## src/core_pkg.sv

```systemverilog
`default_nettype none

package core_pkg;

  // --------------------------------------------------
  // widths
  // --------------------------------------------------
  localparam int unsigned XLEN       = 32;
  localparam int unsigned NR_REGS    = 32;
  localparam int unsigned REG_ADDR_W = 5;

  // supported subset, anything else decodes to ILLEGAL
  typedef enum logic [3:0] {
    ADD,
    SUB,
    AND,
    OR,
    XOR,
    SLT,
    SLL,
    SRL,
    LUI,
    JAL,
    BEQ,
    BNE,
    ILLEGAL
  } op_e;

  // --------------------------------------------------
  // stage payloads
  // --------------------------------------------------
  typedef struct packed {
    logic            valid;
    logic [XLEN-1:0] pc;
    logic [31:0]     instr;
  } fetch_entry_t;

  typedef struct packed {
    logic                  valid;
    op_e                   op;
    logic [XLEN-1:0]       pc;
    logic [31:0]           instr;
    logic [REG_ADDR_W-1:0] rd;
    logic                  we;
    logic [XLEN-1:0]       operand_a;
    logic [XLEN-1:0]       operand_b;
    logic [XLEN-1:0]       offset;
    logic                  illegal;
  } issue_entry_t;

  typedef struct packed {
    logic                  valid;
    logic [XLEN-1:0]       pc;
    logic [31:0]           instr;
    logic [REG_ADDR_W-1:0] rd;
    logic                  we;
    logic [XLEN-1:0]       result;
    logic                  exception;
  } commit_entry_t;

  // external trace port, same layout as the commit entry
  typedef struct packed {
    logic                  valid;
    logic [XLEN-1:0]       pc;
    logic [31:0]           instr;
    logic [REG_ADDR_W-1:0] rd;
    logic                  we;
    logic [XLEN-1:0]       result;
    logic                  exception;
  } commit_trace_t;

  typedef struct packed {
    logic            valid;
    logic [XLEN-1:0] pc;
  } redirect_t;

endpackage

`default_nettype wire

```

## src/fetch_stage.sv

```systemverilog
`timescale 1ns/1ps
`default_nettype none

module fetch_stage #(
  parameter logic [core_pkg::XLEN-1:0] BootAddr = '0
) (
  input  logic                      clk_i,
  input  logic                      rst_ni,
  // instruction memory
  output logic [core_pkg::XLEN-1:0] instr_addr_o,
  input  logic [31:0]               instr_rdata_i,
  input  logic                      instr_valid_i,
  // redirects
  input  core_pkg::redirect_t       branch_redirect_i,
  input  core_pkg::redirect_t       exc_redirect_i,
  // to decode
  output core_pkg::fetch_entry_t    fetch_entry_o
);

  logic [core_pkg::XLEN-1:0] pc_d, pc_q;
  core_pkg::fetch_entry_t    entry_d, entry_q;
  logic                      redirect;

  assign redirect     = exc_redirect_i.valid | branch_redirect_i.valid;
  assign instr_addr_o = pc_q;

  // --------------------------------------------------
  // next pc
  // --------------------------------------------------
  always_comb begin
    if (exc_redirect_i.valid) begin
      pc_d = exc_redirect_i.pc;
    end else if (branch_redirect_i.valid) begin
      pc_d = branch_redirect_i.pc;
    end else if (instr_valid_i) begin
      pc_d = pc_q + core_pkg::XLEN'(4);
    end else begin
      // memory not ready yet, hold
      pc_d = pc_q;
    end
  end

  // bubble on a stall or when the fetched word is on the wrong path
  always_comb begin
    entry_d.valid = instr_valid_i & ~redirect;
    entry_d.pc    = pc_q;
    entry_d.instr = instr_rdata_i;
  end

  always_ff @(posedge clk_i or negedge rst_ni) begin
    if (!rst_ni) begin
      pc_q    <= BootAddr;
      entry_q <= '0;
    end else begin
      pc_q    <= pc_d;
      entry_q <= entry_d;
    end
  end

  assign fetch_entry_o = entry_q;

endmodule

`default_nettype wire

```

## src/decode_issue_stage.sv

```systemverilog
`timescale 1ns/1ps
`default_nettype none

module decode_issue_stage (
  input  logic                    clk_i,
  input  logic                    rst_ni,
  input  core_pkg::fetch_entry_t  fetch_entry_i,
  input  logic                    kill_i,
  // forwarding sources
  input  core_pkg::commit_entry_t ex_fwd_i,
  input  core_pkg::commit_entry_t wb_i,
  output core_pkg::issue_entry_t  issue_entry_o
);

  localparam logic [6:0] OPC_OP     = 7'b0110011;
  localparam logic [6:0] OPC_OP_IMM = 7'b0010011;
  localparam logic [6:0] OPC_LUI    = 7'b0110111;
  localparam logic [6:0] OPC_JAL    = 7'b1101111;
  localparam logic [6:0] OPC_BRANCH = 7'b1100011;

  logic [31:0]                     instr;
  logic [6:0]                      opcode;
  logic [2:0]                      funct3;
  logic [6:0]                      funct7;
  logic [core_pkg::REG_ADDR_W-1:0] rs1, rs2;
  logic [core_pkg::XLEN-1:0]       i_imm, u_imm, b_imm, j_imm;
  logic [core_pkg::XLEN-1:0]       rf_rs1, rf_rs2;
  logic [core_pkg::XLEN-1:0]       rs1_val, rs2_val;
  core_pkg::op_e                   op;
  logic                            use_imm;
  core_pkg::issue_entry_t          issue_d, issue_q;

  // x1..x31, x0 is not stored
  logic [core_pkg::XLEN-1:0] regs_q [1:core_pkg::NR_REGS-1];

  assign instr  = fetch_entry_i.instr;
  assign opcode = instr[6:0];
  assign funct3 = instr[14:12];
  assign funct7 = instr[31:25];
  assign rs1    = instr[19:15];
  assign rs2    = instr[24:20];

  // --------------------------------------------------
  // immediates
  // --------------------------------------------------
  assign i_imm = {{20{instr[31]}}, instr[31:20]};
  assign u_imm = {instr[31:12], 12'b0};
  assign b_imm = {{19{instr[31]}}, instr[31], instr[7], instr[30:25], instr[11:8], 1'b0};
  assign j_imm = {{11{instr[31]}}, instr[31], instr[19:12], instr[20], instr[30:21], 1'b0};

  // --------------------------------------------------
  // decoder
  // --------------------------------------------------
  always_comb begin
    op      = core_pkg::ILLEGAL;
    use_imm = 1'b0;
    case (opcode)
      OPC_OP: begin
        if (funct7 == 7'b0000000) begin
          case (funct3)
            3'b000:  op = core_pkg::ADD;
            3'b001:  op = core_pkg::SLL;
            3'b010:  op = core_pkg::SLT;
            3'b100:  op = core_pkg::XOR;
            3'b101:  op = core_pkg::SRL;
            3'b110:  op = core_pkg::OR;
            3'b111:  op = core_pkg::AND;
            default: op = core_pkg::ILLEGAL;
          endcase
        end else if (funct7 == 7'b0100000 && funct3 == 3'b000) begin
          op = core_pkg::SUB;
        end
      end
      OPC_OP_IMM: begin
        use_imm = 1'b1;
        case (funct3)
          3'b000:  op = core_pkg::ADD;
          3'b010:  op = core_pkg::SLT;
          3'b100:  op = core_pkg::XOR;
          3'b110:  op = core_pkg::OR;
          3'b111:  op = core_pkg::AND;
          // shifts by immediate, srai is not supported
          3'b001:  op = (funct7 == 7'b0) ? core_pkg::SLL : core_pkg::ILLEGAL;
          3'b101:  op = (funct7 == 7'b0) ? core_pkg::SRL : core_pkg::ILLEGAL;
          default: op = core_pkg::ILLEGAL;
        endcase
      end
      OPC_LUI: op = core_pkg::LUI;
      OPC_JAL: op = core_pkg::JAL;
      OPC_BRANCH: begin
        if (funct3 == 3'b000) begin
          op = core_pkg::BEQ;
        end else if (funct3 == 3'b001) begin
          op = core_pkg::BNE;
        end
      end
      default: op = core_pkg::ILLEGAL;
    endcase
  end

  // --------------------------------------------------
  // register file and forwarding
  // --------------------------------------------------
  always_ff @(posedge clk_i) begin
    if (wb_i.valid && wb_i.we) begin
      regs_q[wb_i.rd] <= wb_i.result;
    end
  end

  assign rf_rs1 = (rs1 == '0) ? '0 : regs_q[rs1];
  assign rf_rs2 = (rs2 == '0) ? '0 : regs_q[rs2];

  // youngest producer wins
  function automatic logic [core_pkg::XLEN-1:0] fwd_operand(
    input logic [core_pkg::REG_ADDR_W-1:0] addr,
    input logic [core_pkg::XLEN-1:0]       rf_val,
    input core_pkg::commit_entry_t         ex_fwd,
    input core_pkg::commit_entry_t         wb
  );
    logic [core_pkg::XLEN-1:0] val;
    if (addr == '0) begin
      val = '0;
    end else if (ex_fwd.valid && ex_fwd.we && ex_fwd.rd == addr) begin
      val = ex_fwd.result;
    end else if (wb.valid && wb.we && wb.rd == addr) begin
      val = wb.result;
    end else begin
      val = rf_val;
    end
    return val;
  endfunction

  assign rs1_val = fwd_operand(rs1, rf_rs1, ex_fwd_i, wb_i);
  assign rs2_val = fwd_operand(rs2, rf_rs2, ex_fwd_i, wb_i);

  // --------------------------------------------------
  // issue register
  // --------------------------------------------------
  always_comb begin
    issue_d.valid     = fetch_entry_i.valid;
    issue_d.op        = op;
    issue_d.pc        = fetch_entry_i.pc;
    issue_d.instr     = instr;
    issue_d.rd        = instr[11:7];
    issue_d.we        = !(op inside {core_pkg::BEQ, core_pkg::BNE, core_pkg::ILLEGAL});
    issue_d.operand_a = (op == core_pkg::LUI) ? '0 : rs1_val;
    issue_d.operand_b = (op == core_pkg::LUI) ? u_imm : (use_imm ? i_imm : rs2_val);
    issue_d.offset    = (op == core_pkg::JAL) ? j_imm : b_imm;
    issue_d.illegal   = (op == core_pkg::ILLEGAL);
  end

  always_ff @(posedge clk_i or negedge rst_ni) begin
    if (!rst_ni) begin
      issue_q <= '0;
    end else if (kill_i) begin
      issue_q <= '0;
    end else begin
      issue_q <= issue_d;
    end
  end

  assign issue_entry_o = issue_q;

endmodule

`default_nettype wire

```

## src/ex_stage.sv

```systemverilog
`timescale 1ns/1ps
`default_nettype none

module ex_stage (
  input  logic                    clk_i,
  input  logic                    rst_ni,
  input  core_pkg::issue_entry_t  issue_entry_i,
  input  logic                    flush_i,
  output core_pkg::redirect_t     branch_redirect_o,
  output core_pkg::commit_entry_t ex_fwd_o,
  output core_pkg::commit_entry_t commit_entry_o
);

  logic [core_pkg::XLEN-1:0] a, b;
  logic [core_pkg::XLEN-1:0] result;
  logic                      taken;
  core_pkg::commit_entry_t   ex_d, ex_q;

  assign a = issue_entry_i.operand_a;
  assign b = issue_entry_i.operand_b;

  // --------------------------------------------------
  // ALU
  // --------------------------------------------------
  always_comb begin
    case (issue_entry_i.op)
      core_pkg::ADD: result = a + b;
      core_pkg::SUB: result = a - b;
      core_pkg::AND: result = a & b;
      core_pkg::OR:  result = a | b;
      core_pkg::XOR: result = a ^ b;
      core_pkg::SLT: result = {{(core_pkg::XLEN-1){1'b0}}, $signed(a) < $signed(b)};
      core_pkg::SLL: result = a << b[4:0];
      core_pkg::SRL: result = a >> b[4:0];
      core_pkg::LUI: result = b;
      // link address
      core_pkg::JAL: result = issue_entry_i.pc + core_pkg::XLEN'(4);
      default:       result = '0;
    endcase
  end

  // --------------------------------------------------
  // branch resolution, predicted not taken
  // --------------------------------------------------
  always_comb begin
    case (issue_entry_i.op)
      core_pkg::JAL: taken = 1'b1;
      core_pkg::BEQ: taken = (a == b);
      core_pkg::BNE: taken = (a != b);
      default:       taken = 1'b0;
    endcase
  end

  // a trap at commit wins over the branch
  assign branch_redirect_o.valid = issue_entry_i.valid & taken & ~flush_i;
  assign branch_redirect_o.pc    = issue_entry_i.pc + issue_entry_i.offset;

  always_comb begin
    ex_d.valid     = issue_entry_i.valid;
    ex_d.pc        = issue_entry_i.pc;
    ex_d.instr     = issue_entry_i.instr;
    ex_d.rd        = issue_entry_i.rd;
    ex_d.we        = issue_entry_i.we & ~issue_entry_i.illegal;
    ex_d.result    = result;
    ex_d.exception = issue_entry_i.illegal;
  end

  // same-cycle result for dependent instructions in decode
  assign ex_fwd_o = ex_d;

  always_ff @(posedge clk_i or negedge rst_ni) begin
    if (!rst_ni) begin
      ex_q <= '0;
    end else if (flush_i) begin
      ex_q <= '0;
    end else begin
      ex_q <= ex_d;
    end
  end

  assign commit_entry_o = ex_q;

endmodule

`default_nettype wire

```

## src/commit_stage.sv

```systemverilog
`timescale 1ns/1ps
`default_nettype none

module commit_stage #(
  parameter logic [core_pkg::XLEN-1:0] TrapVector = 32'h100
) (
  input  core_pkg::commit_entry_t commit_entry_i,
  // register write port
  output core_pkg::commit_entry_t wb_o,
  // controller
  output core_pkg::redirect_t     exc_redirect_o,
  output logic                    flush_o,
  output core_pkg::commit_trace_t trace_o
);

  logic exc_commit;

  assign exc_commit = commit_entry_i.valid & commit_entry_i.exception;

  // --------------------------------------------------
  // write-back
  // --------------------------------------------------
  always_comb begin
    wb_o    = commit_entry_i;
    // no write for x0 or a faulting instruction
    wb_o.we = commit_entry_i.valid & commit_entry_i.we & ~commit_entry_i.exception
              & (commit_entry_i.rd != '0);
  end

  // --------------------------------------------------
  // exception and redirect
  // --------------------------------------------------
  assign flush_o              = exc_commit;
  assign exc_redirect_o.valid = exc_commit;
  assign exc_redirect_o.pc    = TrapVector;

  // --------------------------------------------------
  // trace
  // --------------------------------------------------
  always_comb begin
    trace_o.valid     = commit_entry_i.valid;
    trace_o.pc        = commit_entry_i.pc;
    trace_o.instr     = commit_entry_i.instr;
    trace_o.rd        = commit_entry_i.rd;
    trace_o.we        = wb_o.we;
    // a suppressed write shows as zero
    trace_o.result    = wb_o.we ? commit_entry_i.result : '0;
    trace_o.exception = exc_commit;
  end

endmodule

`default_nettype wire

```

## src/mini_core.sv

```systemverilog
`timescale 1ns/1ps
`default_nettype none

module mini_core #(
  parameter logic [core_pkg::XLEN-1:0] BootAddr   = '0,
  parameter logic [core_pkg::XLEN-1:0] TrapVector = 32'h100
) (
  input  logic                      clk_i,
  input  logic                      rst_ni,
  output logic [core_pkg::XLEN-1:0] instr_addr_o,
  input  logic [31:0]               instr_rdata_i,
  input  logic                      instr_valid_i,
  output core_pkg::commit_trace_t   trace_o
);

  // --------------------------------------------------
  // stage interconnect
  // --------------------------------------------------
  core_pkg::fetch_entry_t  fetch_entry_if_id;
  core_pkg::issue_entry_t  issue_entry_id_ex;
  core_pkg::commit_entry_t commit_entry_ex_commit;
  core_pkg::commit_entry_t ex_fwd;
  core_pkg::commit_entry_t wb;
  core_pkg::redirect_t     branch_redirect;
  core_pkg::redirect_t     exc_redirect;
  logic                    flush;
  logic                    kill_id;

  // wrong-path work behind a taken branch or a trap
  assign kill_id = branch_redirect.valid | flush;

  fetch_stage #(
    .BootAddr ( BootAddr )
  ) fetch_stage_i (
    .clk_i,
    .rst_ni,
    .instr_addr_o,
    .instr_rdata_i,
    .instr_valid_i,
    .branch_redirect_i ( branch_redirect   ),
    .exc_redirect_i    ( exc_redirect      ),
    .fetch_entry_o     ( fetch_entry_if_id )
  );

  decode_issue_stage decode_issue_stage_i (
    .clk_i,
    .rst_ni,
    .fetch_entry_i ( fetch_entry_if_id ),
    .kill_i        ( kill_id           ),
    .ex_fwd_i      ( ex_fwd            ),
    .wb_i          ( wb                ),
    .issue_entry_o ( issue_entry_id_ex )
  );

  ex_stage ex_stage_i (
    .clk_i,
    .rst_ni,
    .issue_entry_i     ( issue_entry_id_ex      ),
    .flush_i           ( flush                  ),
    .branch_redirect_o ( branch_redirect        ),
    .ex_fwd_o          ( ex_fwd                 ),
    .commit_entry_o    ( commit_entry_ex_commit )
  );

  commit_stage #(
    .TrapVector ( TrapVector )
  ) commit_stage_i (
    .commit_entry_i ( commit_entry_ex_commit ),
    .wb_o           ( wb                     ),
    .exc_redirect_o ( exc_redirect           ),
    .flush_o        ( flush                  ),
    .trace_o
  );

endmodule

`default_nettype wire

```

## config.mk

```make
export PLATFORM = sky130hd
export DESIGN_NAME = mini_core
export DESIGN_NICKNAME = d
export VERILOG_FILES = /design/src/core_pkg.sv /design/src/fetch_stage.sv /design/src/decode_issue_stage.sv /design/src/ex_stage.sv /design/src/commit_stage.sv /design/src/mini_core.sv
export SDC_FILE = /design/constraint.sdc
export NUM_CORES = 2
export LEC_CHECK = 0
export BUFFER_PORTS_ARGS = -buffer_cell sky130_fd_sc_hd__buf_4
export CAP_MARGIN = 10
export CORE_MARGIN = 2
export CORE_UTILIZATION = 40
export DETAILED_ROUTE_END_ITERATION = 8
export PLACE_DENSITY = 0.58
export SLEW_MARGIN = 0
export SYNTH_ARGS = -nofsm -noshare
export SYNTH_HDL_FRONTEND = slang
export SYNTH_SLANG_ARGS = --single-unit
```

## constraint.sdc

```tcl
create_clock -name clk_i -period 7.3 [get_ports clk_i]
set_clock_uncertainty 0.1 [all_clocks]
set_input_delay 0 -clock clk_i [delete_from_list [all_inputs] [get_ports clk_i]]
set_output_delay 0 -clock clk_i [all_outputs]
set_load 0.02 [all_outputs]
```

Word level (Yosys, flattened, before mapping). Memories as Yosys holds them, arrays and structs flattened. Cells that the tools add are included.

Bits in registers: 373. Memory bits (writable): 992. Bits of input ports: 35. Output and inout port bits: 136. Logic and storage cells: 126. Memories kept: 1.

$add $sub $neg: 5. Magnitude comparators: 1. Equal/unequal tests: 34. Shifts and indexed selects: 2. Mux-type cells: 30. Bitwise gates (word level): 16. Reductions and logical operators: 16.

Memory list: decode_issue_stage_i.regs_q (depth 31, width 32, read ports 2, clocked after Yosys merged registers in 0, wr ports 1, line decode_issue_stage.sv:34) `logic [core_pkg::XLEN-1:0] regs_q [1:core_pkg::NR_REGS-1];`.

Operators by type and width (count): 2-to-1 mux 32 bit (13); one-hot mux 32 bit (10 select lines) (1); 2-to-1 mux 172 bit (1); 2-to-1 mux 104 bit (1); adder 32 x 3 -> 32 bit, second input constant (2); adder 32 bit (2); one-hot mux 4 bit (7 select lines) (2); == test 4 bit, second input constant (9); AND 32 bit (1); == test 32 bit (1); less-than comparator 32 bit (1); inequality test 32 bit (1); bitwise OR 32 bit (1); left shift 32 x 5 -> 32 bit (1); >> shifter 32 x 5 -> 32 bit (1); subtractor 32 bit (1); bitwise XOR 32 bit (1); == test 7 x 6 -> 1 bit, second input constant (3); == test 5 bit (4); 2-to-1 mux 20 bit (1); 2-to-1 mux 4 bit (5); one-hot mux 4 bit (5 select lines) (1); == test 4 x 3 -> 1 bit, second input constant (4); == test 7 bit, second input constant (2); other kinds (20) (44).

Depth between registers and ports, before layout.
Depth in word-level cells: 11. Mapped depth: 17. Depth with buffers taken out: 14.

By module. Synthesis repeated with hierarchy kept, for this count alone.

Cell total of the unflattened synthesis: 5753. Area, all modules: 74654.1 µm².

By module, submodules not included: decode_issue_stage (times used 1, cells each 3109, area an instance 52634.2 µm², sequential area each 33492.1 µm²); ex_stage (times used 1, cells each 1981, area an instance 15617.5 µm², sequential area each 2602.5 µm²); fetch_stage (times used 1, cells each 371, area an instance 4121.5 µm², sequential area each 2427.3 µm²); commit_stage (times used 1, cells each 291, area an instance 2274.7 µm², sequential area each 0.0 µm²); mini_core (times used 1, cells each 1, area an instance 6.3 µm², sequential area each 0.0 µm²).

Least setup slack after synthesis. No wires, ideal clock.

Kind: register to register. Start point: reg decode_issue_stage_i.issue_q, in the netlist decode_issue_stage_i.issue_entry_o[34]. End point: reg decode_issue_stage_i.issue_q, in the netlist decode_issue_stage_i.issue_entry_o[94]. Setup time: 0.135 ns. Arrival: 3.781 ns. Data required time: 7.065 ns. Path slack: 3.285 ns. Cell stages (with the launch flop): 16. Path buffers: 3. Clock period less this slack: 4.015 ns. Cell sequence: dfrtp_1 -> inv_2 -> buf_1 -> clkbuf_1 -> ha_1 -> a211oi_1 -> o21bai_1 -> a211oi_2 -> nor4_1 -> or3_1 -> clkbuf_1 -> a31o_2 -> a211oi_2 -> nor2_1 -> nor3_1 -> o21ai_0.

Longest elaborated chain between the ends: 6. Elaborated cells between the ends (all ways): 15. Those cells by class: 2 x add/sub; 2 x eq/ne; 2 x shift; 6 x mux; 3 x bitwise.

Ends and longest elaborated chain: start, declared (line decode_issue_stage.sv:31) `core_pkg::issue_entry_t issue_d, issue_q;`; start signal, assigned (line decode_issue_stage.sv:158) `issue_q <= issue_d;`; subtractor 32 bit, or another cell as far along (line ex_stage.sv:28) `core_pkg::SUB: result = a - b;`; one-hot mux 32 bit (10 select lines) / one-hot mux 1 bit (3 select lines) (equally long branches) (line ex_stage.sv:26, ex_stage.sv:46); 2-to-1 mux 32 bit / AND 1 bit (equally long branches) (line decode_issue_stage.sv:123, ex_stage.sv:55); 2-to-1 mux 32 bit / AND 1 bit (equally long branches) (line decode_issue_stage.sv:121, ex_stage.sv:55); 2-to-1 mux 32 bit / bitwise OR 1 bit (equally long branches) (line decode_issue_stage.sv:146, mini_core.sv:30); 2-to-1 mux 172 bit * (line decode_issue_stage.sv:155) `end else if (kill_i) begin`.

Mark *: on every way between the ends. The rest lies on a longest branch, timed or not. A chain may end at the register's enable or synchronous reset.

Final worst setup path. Ends and elaborated chain as after synthesis.

==> impl_metrics.env <==
export IMPL_r2r_start="decode_issue_stage_i.issue_entry_o[34]"
export IMPL_seq_area_frac_synth_pct=54.23
export IMPL_start_kind="flop"
export IMPL_dpl_cell_area_um2=74110
export IMPL_synthMuxAreaShare_pct=22.82
export IMPL_synth_nets=5087
export IMPL_ctsHoldBuffers=68
export IMPL_synthXorXnorAreaFrac_pct=1.212
export IMPL_finalSetupViolCount=0
export IMPL_final_common_cell="edfxtp_1"
export IMPL_synthFlopType="edfxtp_1"
export IMPL_grt_usage_pct=26.68
export IMPL_grt_max_degree=138
export IMPL_area_growth_pct=12.45
export IMPL_critPathMaxFanout=37
export IMPL_nets=5143
export IMPL_hold_viol=0
export IMPL_slew_violations=0
export IMPL_ioPinCount=171
export IMPL_ys_ff_latch=1336
export IMPL_hold_class="input port to flop"
export IMPL_cts_buffer_depth=3
export IMPL_globalplace_congestion=0.9873
export IMPL_start_util_pct=40.25
export IMPL_postRouteAntennaNets=0
export IMPL_port_buffers=170
export IMPL_min_period_ns=5.804
export IMPL_overflow=0
export IMPL_synth_edf_count=992
export IMPL_synth_compound_area_share_pct=8.173
export IMPL_path_class="flop to flop"
export IMPL_p_leak_nw=28.35
export IMPL_fillers=15390
export IMPL_routed_wl_um=242300
export IMPL_p_total_mw=24.51
export IMPL_first_pass_iters=6
export IMPL_wire_per_inst_um=32.59
export IMPL_seq_area_um2=38440
export IMPL_dp_hpwl_um=151600
export IMPL_num_rows=154
export IMPL_cts_clk_slew_worst_paths_ns=0.06
export IMPL_status="completed"
export IMPL_die_area_um2=180400
export IMPL_stdcell_area_um2=79620
export IMPL_cap_violations=0
export IMPL_grt_pass1_wl_um=345300
export IMPL_worst_pin_slew_ns=1.220
export IMPL_die_y_um=424.7
export IMPL_syn_avg_cell_area_um2=14.39
export IMPL_timing_hold_ws_ns=0.08460
export IMPL_drtIter0Drc=5589
export IMPL_holdCritStartpoint="instr_valid_i"
export IMPL_peakVddDrop_uv=272.0
export IMPL_finalCritPeriodShare_pct=79.51
export IMPL_synth_warnings=0
export IMPL_core_area_um2=175900
export IMPL_grt_setup_unrepaired="no"
export IMPL_synthAdderAreaFrac_pct=2.364
export IMPL_ys_types=99
export IMPL_relSlewSlack_pct=18.67
export IMPL_cts_tree="done"
export IMPL_multi_input_area_um2=30010
export IMPL_drive_gt1_share_pct=24.53
export IMPL_layout_common_cells="edfxtp_1 (992), mux4_2 (628), nor2_1 (344)"
export IMPL_cts_root_buffer="clkbuf_16"
export IMPL_numCtsBuffers=147
export IMPL_syn_inst=4920
export IMPL_fin_cells=7434
export IMPL_reg2reg_depth=12
export IMPL_antenna_found_initial=3
export IMPL_clkLatencyLatePin_ns=0.81
export IMPL_dp_cells=7097
export IMPL_synth_top_family_by_area="multiplexers"
export IMPL_h_tree_depth=4
export IMPL_postCtsSetupBuffers=0
export IMPL_synthSimpleGateAreaFrac_pct=7.417
export IMPL_endpoint_kind="flop"
export IMPL_worstHoldPathCells=3
export IMPL_drc_errors=0
export IMPL_fmax_mhz=172.3
export IMPL_cp_startpoint="decode_issue_stage_i.issue_entry_o[34]"
export IMPL_critPathArrivalTime_ns=6.40
export IMPL_power_density_nw_per_um2=307.9
export IMPL_cp_required_ns=7.90
export IMPL_die_w_um=424.7
export IMPL_vias=47130
export IMPL_via_per_inst=6.339
export IMPL_synthesis_area_um2=70810
export IMPL_cts_sinks=1336
export IMPL_cts_resized=0
export IMPL_grt_pass1_vias=46460
export IMPL_tns_ns=0
export IMPL_ys_async_sr_fraction_pct=25.75
[metrics by stage]
step,setup WS [ns],utilization (%)
6_report,1.496,45.26
3_3_place_gp,1.609,42.13
3_5_place_dp,1.521,42.13
5_1_grt,1.115,45.26
4_1_cts,1.483,45.22
2_1_floorplan,3.285,-
[cells by family (layout without fill, tap and decap cells)]
kind of cell    Yosys count  after routing
mux                     827            827
simple gates           1093           1093
compound gates          870            870
fa+ha+maj               132            132
buf+inv                 564            735
flops                  1336           1336
other cells               0              3
xor+xnor                 98             98
[report_power, final]
part           total (mW)  switching [mW]  internal (mW)  leakage, nW
Sequential           10.1            1.02           9.09         13.5
Clock                7.39            3.12           4.27         2.32
Combinational        7.01            4.54           2.48         12.6
[sequential cells by signal, indices dropped and copies added, names as in the netlist]
name,flops
decode_issue_stage_i.issue_entry_o,148
decode_issue_stage_i.regs_q,992
ex_stage_i.commit_entry_o,99
fetch_stage_i.fetch_entry_o,65
fetch_stage_i.instr_addr_o,32
[cell usage after synthesis, drive strengths merged (31+ instances only)]
| cell type | number | area (um2) |
|---|---|---|
| ha | 129 | 1614 |
| edfxtp | 992 | 29790 |
| a21oi | 256 | 1308 |
| dfrtp | 344 | 8608 |
| nand2 | 246 | 925.9 |
| xnor2 | 53 | 464.2 |
| and2 | 176 | 1101 |
| nand3 | 55 | 275.3 |
| a21o | 31 | 234.0 |
| a211oi | 46 | 355.3 |
| o211ai | 58 | 445.4 |
| xor2 | 45 | 394.1 |
| mux4 | 628 | 14140 |
| o21ai | 173 | 877.1 |
| nor2 | 377 | 1423 |
| nor3 | 69 | 355.3 |
| mux2i | 181 | 1812 |
| clkbuf | 205 | 772.0 |
| inv | 116 | 435.4 |
| buf | 241 | 1465 |
[per-layer routing]
metal	vias up	GRT usage, %	share of wire [%]
met5	-	0	0.0029
met4	2	11.70	4.7
met3	513	3.948	7.3
met2	2310	43.12	48
met1	24880	35.94	40
li1	19420	-	-
[final timing paths]
path	to	slack [ns]
min in group asynchronous	decode_issue_stage_i.issue_entry_o[145]	0.32
worst min-delay path	fetch_stage_i.fetch_entry_o[64]	0.08
worst max register to register	decode_issue_stage_i.issue_entry_o[94]	1.50
worst min register to register	fetch_stage_i.fetch_entry_o[32]	0.32
worst max-delay path	decode_issue_stage_i.issue_entry_o[94]	1.50
max in group asynchronous	fetch_stage_i.fetch_entry_o[17]	5.76
[area by class of cell]
cell class,instances,share of cell area (%)
well taps,2340,3.677
flip-flops and latches,1336,48.28
multi-input cells,3020,37.69
repair buffers,353,3.828
inverters,118,0.5563
clock inverters,79,0.9538
clock buffers,185,5.008
diodes,3,0.009428
[worst max-delay path, cell delays in order, from the launching register on]
cell,delay (ns)
dfrtp_2,0.40
inv_2,0.50
ha_1,0.41
nor4b_1,0.79
nand4_1,0.31
o31ai_4,0.33
a21oi_4,0.11
buf_4,0.27
nor2_4,0.69
nand2_1,0.19
nor2_1,0.80
nand2_1,0.47
o21ai_0,0.32
Power figures use the tool's default switching activity.
